==> config.mk <==
export PLATFORM = sky130hd
export DESIGN_NAME = pipeCtrl
export DESIGN_NICKNAME = d
export VERILOG_FILES = /design/src/design/ctrlPkg.sv /design/src/design/stageReg.sv /design/src/design/operandUse.sv /design/src/design/exControl.sv /design/src/design/wbControl.sv /design/src/design/forwardUnit.sv /design/src/design/pipeCtrl.sv
export VERILOG_INCLUDE_DIRS = /design/src /design/src/design
export SDC_FILE = /design/constraint.sdc
export NUM_CORES = 1
export LEC_CHECK = 0
export BUFFER_PORTS_ARGS = -buffer_cell sky130_fd_sc_hd__buf_4
export CAP_MARGIN = 20
export CORE_MARGIN = 2
export CORE_UTILIZATION = 40
export DETAILED_ROUTE_END_ITERATION = 7
export HOLD_SLACK_MARGIN = 0.12
export PLACE_DENSITY_LB_ADDON = 0.05
export REMOVE_ABC_BUFFERS = 1
export SYNTH_ARGS = -nofsm -noshare
export SYNTH_HDL_FRONTEND = slang
export SYNTH_SLANG_ARGS = --single-unit
==> constraint.sdc <==
create_clock -name clk -period 4.41 [get_ports clk]
set_input_delay 0.2205 -clock clk [delete_from_list [all_inputs] [get_ports clk]]
set_output_delay 0.2205 -clock clk [all_outputs]
set_load 0.01 [all_outputs]
==> src/design/ctrl_settings.svh <==
`ifndef CTRL_SETTINGS_SVH
`define CTRL_SETTINGS_SVH

// boot address of the core
// RESET_PC + 4 decodes as the reset marker opcode (inst[6:2] == 1)
`define RESET_PC 32'h4000_0000

// UART register window
// the comment after each address is the mmapSel code it selects
`define UART_CTRL 32'h8000_0000
// 0
`define UART_RX 32'h8000_0004
// 1
`define UART_TX 32'h8000_0008
// 2
`define UART_CC 32'h8000_0010
// 3
`define UART_IC 32'h8000_0014
// 4
`define UART_RST 32'h8000_0018
// 5

// upper address nibbles that hold readable data memory
// written as a value list for use inside an inside {} set
`define DMEM_REGIONS 4'h1, 4'h3, 4'h4

`endif

==> src/design/ctrlPkg.sv <==
package ctrlPkg;

    // opcode field is inst[6:2]
    typedef enum logic [4:0] {
        OP_LOAD   = 5'd0,
        OP_RST    = 5'd1,
        OP_X      = 5'd2,
        OP_I      = 5'd4,
        OP_AUIPC  = 5'd5,
        OP_STORE  = 5'd8,
        OP_R      = 5'd12,
        OP_LUI    = 5'd13,
        OP_BRANCH = 5'd24,
        OP_JALR   = 5'd25,
        OP_JAL    = 5'd27,
        OP_CSRW   = 5'd28
    } opcode_e;

    // encoding is {funct7[5], funct3} for the register ops
    typedef enum logic [3:0] {
        ALU_ADD   = 4'd0,
        ALU_SLL   = 4'd1,
        ALU_SLT   = 4'd2,
        ALU_SLTU  = 4'd3,
        ALU_XOR   = 4'd4,
        ALU_SRL   = 4'd5,
        ALU_OR    = 4'd6,
        ALU_AND   = 4'd7,
        ALU_SUB   = 4'd8,
        ALU_PASSB = 4'd9,
        ALU_SRA   = 4'd13
    } aluOp_e;

    typedef enum logic [2:0] {
        IMM_I    = 3'd1,
        IMM_S    = 3'd2,
        IMM_B    = 3'd3,
        IMM_U    = 3'd4,
        IMM_J    = 3'd5,
        IMM_NONE = 3'd6
    } immFmt_e;

    typedef struct packed {
        logic       readsRs1;
        logic       readsRs2;
        logic       writesRd;
        logic       isCsrw;
        logic [4:0] rs1;
        logic [4:0] rs2;
        logic [4:0] rd;
    } regUse_t;

    // execute stage datapath selects
    typedef struct packed {
        logic       aSel;
        logic       bSel;
        aluOp_e     aluSel;
        logic [1:0] pcSel;
        logic       instSel;
        logic [1:0] sSel;
        logic       csrEn;
        logic       csrSel;
        logic       brUn;
        logic       memRW;
        logic [2:0] mmapSel;
    } exCtrl_t;

    // writeback stage selects
    typedef struct packed {
        logic [2:0] ldSel;
        logic [1:0] wbSel;
        logic       regWrEn;
        logic [1:0] mmapDmemSel;
    } wbCtrl_t;

    typedef struct packed {
        logic fa1;
        logic fb1;
        logic fa2;
        logic fb2;
    } fwd_t;

endpackage

==> src/design/stageReg.sv <==
`timescale 1ns/1ps

// one pipeline register, payload type chosen per instance
module stageReg #(
    parameter type T = logic [31:0],
    parameter T RESET_VAL = '0
) (
    input  logic clk,
    input  logic rst,
    input  T     d,
    output T     q
);

    always_ff @(posedge clk) begin
        if (rst) begin
            q <= RESET_VAL;
        end else begin
            q <= d;
        end
    end

endmodule

==> src/design/operandUse.sv <==
`timescale 1ns/1ps

module operandUse (
    input  logic [31:0]      inst,
    output ctrlPkg::regUse_t regUse
);

    ctrlPkg::opcode_e op;

    assign op = ctrlPkg::opcode_e'(inst[6:2]);

    // register indices are taken straight from the fixed RV32I fields
    assign regUse.rs1 = inst[19:15];
    assign regUse.rs2 = inst[24:20];
    assign regUse.rd  = inst[11:7];

    assign regUse.isCsrw = op == ctrlPkg::OP_CSRW;

    // upper immediates, JAL and the markers carry no rs1
    assign regUse.readsRs1 = !(op inside {
        ctrlPkg::OP_LUI,
        ctrlPkg::OP_AUIPC,
        ctrlPkg::OP_JAL,
        ctrlPkg::OP_X,
        ctrlPkg::OP_RST
    });

    assign regUse.readsRs2 = op inside {
        ctrlPkg::OP_R,
        ctrlPkg::OP_STORE,
        ctrlPkg::OP_BRANCH
    };

    // CSRW writes the CSR file, not the register file
    assign regUse.writesRd = !(op inside {
        ctrlPkg::OP_BRANCH,
        ctrlPkg::OP_STORE,
        ctrlPkg::OP_CSRW,
        ctrlPkg::OP_X,
        ctrlPkg::OP_RST
    });

endmodule

==> src/design/exControl.sv <==
`timescale 1ns/1ps
`include "ctrl_settings.svh"

module exControl (
    input  logic [31:0]      inst,
    input  logic             brEq,
    input  logic             brLt,
    input  logic [31:0]      aluOut,
    output ctrlPkg::exCtrl_t ctrl,
    output logic             txValid,
    output logic             rxReady
);

    ctrlPkg::opcode_e op;
    logic [2:0]       funct3;
    logic             isLoad;
    logic             isStore;
    logic             uartHit;
    logic [2:0]       mmapSel;

    assign op      = ctrlPkg::opcode_e'(inst[6:2]);
    assign funct3  = inst[14:12];
    assign isLoad  = op == ctrlPkg::OP_LOAD;
    assign isStore = op == ctrlPkg::OP_STORE;

    assign uartHit = aluOut inside {
        `UART_CTRL, `UART_RX, `UART_TX, `UART_CC, `UART_IC, `UART_RST
    };

    // one strobe per access, the pipeline never stalls
    assign txValid = isStore && (aluOut == `UART_TX);
    assign rxReady = isLoad && (aluOut == `UART_RX);

    // memory map select, 6 marks a control transfer
    always_comb begin
        case (aluOut)
            `UART_CTRL: mmapSel = isLoad ? 3'd0 : 3'd7;
            `UART_RX:   mmapSel = isLoad ? 3'd1 : 3'd7;
            `UART_TX:   mmapSel = isStore ? 3'd2 : 3'd7;
            `UART_CC:   mmapSel = isLoad ? 3'd3 : 3'd7;
            `UART_IC:   mmapSel = isLoad ? 3'd4 : 3'd7;
            `UART_RST:  mmapSel = isStore ? 3'd5 : 3'd7;
            default: begin
                mmapSel = (op == ctrlPkg::OP_BRANCH || op == ctrlPkg::OP_JAL) ? 3'd6 : 3'd7;
            end
        endcase
    end

    always_comb begin
        // register-immediate add is the common case
        ctrl.aSel    = 1'b0;
        ctrl.bSel    = 1'b1;
        ctrl.aluSel  = ctrlPkg::ALU_ADD;
        ctrl.pcSel   = 2'd0;
        ctrl.instSel = 1'b0;
        ctrl.sSel    = 2'd3;
        ctrl.csrEn   = 1'b0;
        ctrl.csrSel  = 1'b0;
        ctrl.brUn    = 1'b0;
        ctrl.memRW   = (isLoad || isStore) && !uartHit;
        ctrl.mmapSel = mmapSel;

        case (op)
            ctrlPkg::OP_LOAD: ;
            ctrlPkg::OP_STORE: ctrl.sSel = funct3[1:0];
            ctrlPkg::OP_BRANCH: begin
                ctrl.aSel    = 1'b1;
                ctrl.instSel = 1'b1;
                // BLTU and BGEU compare unsigned
                ctrl.brUn    = funct3[2:1] == 2'b11;
                case (funct3)
                    3'd0:       ctrl.pcSel = brEq ? 2'd1 : 2'd2;
                    3'd1:       ctrl.pcSel = brEq ? 2'd2 : 2'd1;
                    3'd4, 3'd6: ctrl.pcSel = brLt ? 2'd1 : 2'd2;
                    3'd5, 3'd7: ctrl.pcSel = brLt ? 2'd2 : 2'd1;
                    default:    ctrl.pcSel = 2'd0;
                endcase
            end
            ctrlPkg::OP_JALR: begin
                ctrl.instSel = 1'b1;
                ctrl.pcSel   = 2'd1;
            end
            ctrlPkg::OP_JAL: begin
                ctrl.aSel    = 1'b1;
                ctrl.instSel = 1'b1;
                ctrl.pcSel   = 2'd1;
            end
            ctrlPkg::OP_R: begin
                ctrl.bSel   = 1'b0;
                ctrl.aluSel = ctrlPkg::aluOp_e'({inst[30], funct3});
            end
            ctrlPkg::OP_I: begin
                // funct7[5] only matters for the shifts
                if (funct3 == 3'b001 || funct3 == 3'b101) begin
                    ctrl.aluSel = ctrlPkg::aluOp_e'({inst[30], funct3});
                end else begin
                    ctrl.aluSel = ctrlPkg::aluOp_e'({1'b0, funct3});
                end
            end
            ctrlPkg::OP_AUIPC: ctrl.aSel = 1'b1;
            ctrlPkg::OP_LUI: ctrl.aluSel = ctrlPkg::ALU_PASSB;
            ctrlPkg::OP_CSRW: begin
                ctrl.bSel   = 1'b0;
                ctrl.aluSel = ctrlPkg::ALU_PASSB;
                ctrl.csrEn  = 1'b1;
                ctrl.csrSel = funct3[2];
            end
            ctrlPkg::OP_RST: begin
                // boot source while the reset marker is in execute
                ctrl.aluSel  = ctrlPkg::ALU_PASSB;
                ctrl.instSel = 1'b1;
                ctrl.pcSel   = 2'd2;
            end
            default: begin
                ctrl.aluSel  = ctrlPkg::ALU_PASSB;
                ctrl.instSel = 1'b1;
            end
        endcase
    end

endmodule

==> src/design/wbControl.sv <==
`timescale 1ns/1ps
`include "ctrl_settings.svh"

module wbControl (
    input  logic [31:0]      inst,
    input  logic [31:0]      aluAddr,
    output ctrlPkg::wbCtrl_t ctrl,
    output logic             writesRd
);

    ctrlPkg::opcode_e op;
    logic             dmemHit;
    logic             uartRd;

    assign op = ctrlPkg::opcode_e'(inst[6:2]);

    // destination rule used by forwarding, independent of the load address
    assign writesRd = !(op inside {
        ctrlPkg::OP_BRANCH,
        ctrlPkg::OP_STORE,
        ctrlPkg::OP_CSRW,
        ctrlPkg::OP_X,
        ctrlPkg::OP_RST
    });

    assign dmemHit = aluAddr[31:28] inside {`DMEM_REGIONS};

    // UART registers a load may read, RX has its own path
    assign uartRd = aluAddr inside {`UART_CTRL, `UART_CC, `UART_IC};

    always_comb begin
        ctrl.ldSel       = 3'd7;
        ctrl.wbSel       = 2'd0;
        ctrl.regWrEn     = 1'b0;
        ctrl.mmapDmemSel = 2'd0;

        case (op)
            ctrlPkg::OP_LOAD: begin
                ctrl.ldSel   = inst[14:12];
                ctrl.wbSel   = 2'd0;
                ctrl.regWrEn = dmemHit || uartRd || (aluAddr == `UART_RX);
                if (aluAddr == `UART_RX) begin
                    ctrl.mmapDmemSel = 2'd1;
                end else if (uartRd) begin
                    ctrl.mmapDmemSel = 2'd2;
                end
            end
            ctrlPkg::OP_JAL, ctrlPkg::OP_JALR: begin
                // link register gets PC + 4
                ctrl.wbSel   = 2'd2;
                ctrl.regWrEn = 1'b1;
            end
            ctrlPkg::OP_R, ctrlPkg::OP_I, ctrlPkg::OP_AUIPC, ctrlPkg::OP_LUI: begin
                ctrl.wbSel   = 2'd1;
                ctrl.regWrEn = 1'b1;
            end
            // stores, branches, CSRW and the markers write nothing
            default: ;
        endcase
    end

endmodule

==> src/design/forwardUnit.sv <==
`timescale 1ns/1ps

module forwardUnit (
    input  ctrlPkg::regUse_t decUse,
    input  ctrlPkg::regUse_t exUse,
    input  logic [4:0]       wbRd,
    input  logic             wbWrites,
    output ctrlPkg::fwd_t    fwd
);

    // one rule for every path
    // x0 only matches for a CSRW reading its rs1
    function automatic logic pathHit(
        input logic       reads,
        input logic [4:0] idx,
        input logic       x0Ok
    );
        logic sameReg;
        logic nonZero;
        sameReg = idx == wbRd;
        nonZero = (idx != 5'd0) && (wbRd != 5'd0);
        return wbWrites && reads && sameReg && (nonZero || x0Ok);
    endfunction

    // decode stage readers
    assign fwd.fa1 = pathHit(decUse.readsRs1, decUse.rs1, decUse.isCsrw);
    assign fwd.fb1 = pathHit(decUse.readsRs2, decUse.rs2, 1'b0);

    // execute stage readers
    assign fwd.fa2 = pathHit(exUse.readsRs1, exUse.rs1, exUse.isCsrw);
    assign fwd.fb2 = pathHit(exUse.readsRs2, exUse.rs2, 1'b0);

endmodule

==> src/design/pipeCtrl.sv <==
`timescale 1ns/1ps
`include "ctrl_settings.svh"

module pipeCtrl (
    input  logic              clk,
    input  logic              rst,
    input  logic [31:0]       inst,
    input  logic              brEq,
    input  logic              brLt,
    input  logic [31:0]       aluOut,
    output ctrlPkg::immFmt_e  immSel,
    output ctrlPkg::exCtrl_t  exCtrl,
    output ctrlPkg::wbCtrl_t  wbCtrl,
    output ctrlPkg::fwd_t     fwd,
    output logic              txValid,
    output logic              rxReady
);

    logic [31:0]      exInst;
    logic [31:0]      wbInst;
    logic [31:0]      wbAlu;
    logic             wbWrites;
    ctrlPkg::regUse_t decUse;
    ctrlPkg::regUse_t exUse;

    // instruction pipe resets to the reset marker
    stageReg #(.T(logic [31:0]), .RESET_VAL(`RESET_PC + 32'd4)) exInstReg (
        .clk(clk), .rst(rst), .d(inst), .q(exInst)
    );

    stageReg #(.T(logic [31:0]), .RESET_VAL(`RESET_PC + 32'd4)) wbInstReg (
        .clk(clk), .rst(rst), .d(exInst), .q(wbInst)
    );

    // load address for the writeback decision
    stageReg #(.T(logic [31:0]), .RESET_VAL(32'd0)) wbAluReg (
        .clk(clk), .rst(rst), .d(aluOut), .q(wbAlu)
    );

    operandUse decOperands (.inst(inst), .regUse(decUse));
    operandUse exOperands (.inst(exInst), .regUse(exUse));

    // immediate format of the instruction in decode
    always_comb begin
        case (ctrlPkg::opcode_e'(inst[6:2]))
            ctrlPkg::OP_LOAD, ctrlPkg::OP_JALR, ctrlPkg::OP_I: immSel = ctrlPkg::IMM_I;
            ctrlPkg::OP_STORE:                  immSel = ctrlPkg::IMM_S;
            ctrlPkg::OP_BRANCH:                 immSel = ctrlPkg::IMM_B;
            ctrlPkg::OP_JAL:                    immSel = ctrlPkg::IMM_J;
            ctrlPkg::OP_AUIPC, ctrlPkg::OP_LUI: immSel = ctrlPkg::IMM_U;
            default:                            immSel = ctrlPkg::IMM_NONE;
        endcase
    end

    exControl exCtl (
        .inst(exInst), .brEq(brEq), .brLt(brLt), .aluOut(aluOut),
        .ctrl(exCtrl), .txValid(txValid), .rxReady(rxReady)
    );

    wbControl wbCtl (
        .inst(wbInst), .aluAddr(wbAlu), .ctrl(wbCtrl), .writesRd(wbWrites)
    );

    forwardUnit fwdUnit (
        .decUse(decUse), .exUse(exUse), .wbRd(wbInst[11:7]),
        .wbWrites(wbWrites), .fwd(fwd)
    );

endmodule

==> results by group <==
Yosys
  • Yosys cell types: 51
  • Synthesized area per cell: just under 9 um2
  • Proportion of register bits with asynchronous set or reset after synthesis: 0%
  • Sequential area share after synthesis: 44.9%
  • Ys flop type: sky130_fd_sc_hd__dfxtp_1
  • Cells after synthesis: between 300 and 400
  • Flip-flop and latch count after synthesis: 69
  • Warnings, synthesis: 0
  • Number of enable-type register cells in the synthesized netlist: 0
  • Post-Synthesis Cell Area: between 0.003 and 0.004 mm2

Timing
  • Fin. max-slew vios: 0
  • Total Negative Setup Slacks: 0 ns
  • Least-Margin Pin Slew: around 0.66 ns
  • Highest achievable clock rate: approximately 0.39 GHz
  • Post-route fraction of the period consumed by the critical path: a little under three fifths
  • Normalized max-slew margin: approximately 56%
  • Finish-stage setup viols: 0
  • Total count of hold-check failures in the final report: 0
  • Final setup skew: roughly 0.0060 ns
  • Shortest clock period the worst path allows after layout: ~2.5 ns
  • RSZ-0062 raised after global routing: false
  • Worst-case hold slack: 0.126 ns

Clocking
  • Register clock-pin slew on the reported worst setup and hold paths: approximately 0.070 ns
  • CTS tree: yes
  • Number of levels in the clock H-tree: 3
  • Buffer type at the clock tree root: sky130_fd_sc_hd__clkbuf_8
  • Buffers from clock root to sink, at most: 2
  • Clock latency on the worst-skew pair: approximately 0.33 ns
  • Clock sink total: between 60 and 70
  • Buffers inserted during post-CTS setup optimization: 0
  • Number of buffers created by CTS: 9

Critical path
  • Slack of the worst reg-to-reg path: roughly 3.5 ns
  • Startpoint types: input pin
  • CP Max Fanout: 5
  • Data arrival time of the critical path: about 2.3 ns
  • Kind of critical path: input pin to primary output
  • Depth of the worst register-to-register path: 1
  • RR Startpoint: exInstReg.q[2]
  • Reg-to-reg endpoint: wbInstReg.q[2]
  • Required arrival time at the worst endpoint: approximately 4.2 ns
  • Kind of end point of the critical path: primary output

Global route
  • Maximum number of pins on one net before global-route repair: 70
  • Global-route wire length before repair: roughly 12000 um
  • Overall overflow remaining after global route: 0
  • Number of global-route vias before repair: approximately 2700
  • GRT Resource Usage Total: a little under a fifth
  • Initial antenna violation count: 0

Floorplanning
  • Number of primary I/O pins: between 100 and 150
  • Core Area: between 0.007 and 0.008 mm2
  • Starting Density: between 40% and 50%
  • Die outline area: between 0.008 and 0.009 mm2
  • Placement row count: 31
  • Vertical extent of the die: a little over 90 um
  • Die Span X: slightly above 90 um

Placement
  • IO buf count: between 90 and 100
  • Total placed cells including tap cells: between 500 and 600
  • Last weighted congestion value of the routability-driven placer: ~0.84
  • Estimated wirelength of the detail-placed design: around 5300 um

Cells and area
  • Ant. Diodes: 0
  • Share of the core filled with cells: a little over 60%
  • Layout Area Growth over Synthesis: 45.1%
  • Cell Count, Final, Fillers Out: ~580
  • Filler Cell Count: 640
  • Final net count: around 550
  • Layout cells sized above 1: approximately 25%

Power and ir drop
  • Static Leakage: between 0.0015 and 0.002 uW
  • Cell area power density: ~320 mW/mm2
  • Worst IR drop on VDD: 0.170 mV

Job
  • Maxcap violations: 0

Outcome
  • Result of the run: complete, no violations

Worst hold path
  • End point of the most critical hold path: wbAluReg.q[19]
  • Min-Delay Startpoint: aluOut[19]
  • Hold Path Cell Cnt: 2
  • Worst hold-check path type: input pin to register

Detailed routing
  • Via total after detailed routing: 2772
  • Number of optimization iterations in the first detailed-route pass: 4
  • Routed length per instance: 12.9 um
  • Antenna-violating nets left: 0
  • Post-detailed-route via-to-cell ratio: approximately 4.8
  • Number of DRC violations after detailed-routing iteration 0: 184
  • Wirelength, routed: roughly 7500 um
  • Number of design rule violations left after detail routing: 0
==> Yosys cell counts (5+ instances only) <==
library cell	instances	share of area, %
sky130_fd_sc_hd__a21oi_1	14	2.3
sky130_fd_sc_hd__nand3_1	7	1.1
sky130_fd_sc_hd__o21ai_0	8	1.3
sky130_fd_sc_hd__nor3b_1	5	1.2
sky130_fd_sc_hd__dfxtp_1	69	45
sky130_fd_sc_hd__nor4_1	18	3.7
sky130_fd_sc_hd__buf_4	5	1.2
sky130_fd_sc_hd__nor2b_1	67	14
sky130_fd_sc_hd__nand2_1	20	2.4
sky130_fd_sc_hd__clkbuf_1	10	1.2
sky130_fd_sc_hd__xor2_1	13	3.7
sky130_fd_sc_hd__nor2_1	20	2.4
sky130_fd_sc_hd__xnor2_1	7	2.0
sky130_fd_sc_hd__nor3_1	13	2.1
sky130_fd_sc_hd__or2_2	6	1.2
sky130_fd_sc_hd__nand2b_1	5	1.0
sky130_fd_sc_hd__inv_1	7	0.85
==> kinds of logic after synthesis <==
| group | after synthesis | synth area share (%) |
|---|---|---|
| muxes | 2 | 0.651 |
| AOI/OAI and AO/OA | 42 | 8.95 |
| buffers and inverters | 27 | 4.27 |
| DFF | 69 | 44.9 |
| xor gates and xnor gates | 20 | 5.70 |
| and+or+nand+nor | 187 | 35.5 |
==> repair_timing <==
action / in CTS / in global routing
hold endpoints to repair: 43 / 1
resized for setup: 0 / 0
hold buffers: 43 / 1
==> how the worst max path moves through the flow <==
stage                   startpoint         to  slack (ns)  cells past startpoint
finish                  aluOut[29]  exCtrl[1]        1.87                      8
global route            aluOut[29]  exCtrl[1]        1.73                      8
CTS                     aluOut[29]  exCtrl[1]        1.92                      8
detailed placement      aluOut[29]  exCtrl[1]        2.47                      7
global placement        aluOut[29]  exCtrl[1]        2.49                      7
floorplan           exInstReg.q[6]  exCtrl[2]        2.74                      5
==> report_power, final <==
group          internal, uW  switching, uW  leakage (uW)
sequential              655           26.3      0.000574
combinational           123           86.6       0.00121
clock                   321            228      0.000104
==> placed cells by master (no fill, tap or decap), types with 5 or more instances in the layout <==
cell type                       netlist  final
sky130_fd_sc_hd__nor2b_1             67     67
sky130_fd_sc_hd__xnor2_1              7      7
sky130_fd_sc_hd__or2_2                6      6
sky130_fd_sc_hd__nand2b_1             5      5
sky130_fd_sc_hd__xor2_1              13     13
sky130_fd_sc_hd__nor3b_1              5      5
sky130_fd_sc_hd__dfxtp_1             69     69
sky130_fd_sc_hd__nand3_1              7      7
sky130_fd_sc_hd__nor4_1              18     18
sky130_fd_sc_hd__nor3_1              13     13
sky130_fd_sc_hd__nand2_1             20     20
sky130_fd_sc_hd__a21oi_1             14     14
sky130_fd_sc_hd__buf_4                5     94
sky130_fd_sc_hd__nor2_1              20     20
sky130_fd_sc_hd__clkbuf_8             0      9
sky130_fd_sc_hd__inv_1                7      7
sky130_fd_sc_hd__dlygate4sd3_1        0     44
sky130_fd_sc_hd__o21ai_0              8      8
==> cell type report <==
class                      instances  area [um2]  share of cell area, %
clock buffer                      11         131                   2.95
clock inverter                     5        85.1                   1.91
inverter                           8        30.0                  0.673
multi-input combinational        251        1560                   35.0
sequential                        69        1380                   31.0
tap                               99         124                   2.78
timing repair buffer             138        1150                   25.7
==> registers in the layout, indices dropped and copies added (netlist names) <==
signal and flops:
exInstReg.q 24, wbInstReg.q 13, wbAluReg.q 32
==> critical path: stages <==
cell                            delay, ns
sky130_fd_sc_hd__dlygate4sd3_1       0.53
sky130_fd_sc_hd__buf_4               0.13
sky130_fd_sc_hd__nor4b_1             0.43
sky130_fd_sc_hd__nand4_1             0.22
sky130_fd_sc_hd__nor2_1              0.32
sky130_fd_sc_hd__nand2_1             0.12
sky130_fd_sc_hd__a31o_1              0.20
sky130_fd_sc_hd__buf_4               0.14
==> per-stage QoR <==
step | area, um2 | total power, uW | setup slack (ns)
after detailed placement | 3800 | 874 | 2.47
after global placement | 3800 | 872 | 2.49
after floorplan | 2970 | 777 | 2.74
final | 4460 | 1440 | 1.87
after CTS | 4450 | 1450 | 1.92
after global routing | 4460 | 1510 | 1.73
==> per-layer routing <==
| metal | routed length (um) | GRT usage, % |
|---|---|---|
| met2 | 3570 | 31.6 |
| met4 | 174 | 9.22 |
| met5 | 0 | 0 |
| met1 | 3420 | 22.5 |
| met3 | 347 | 4.35 |
Power figures use the tool's default switching activity.
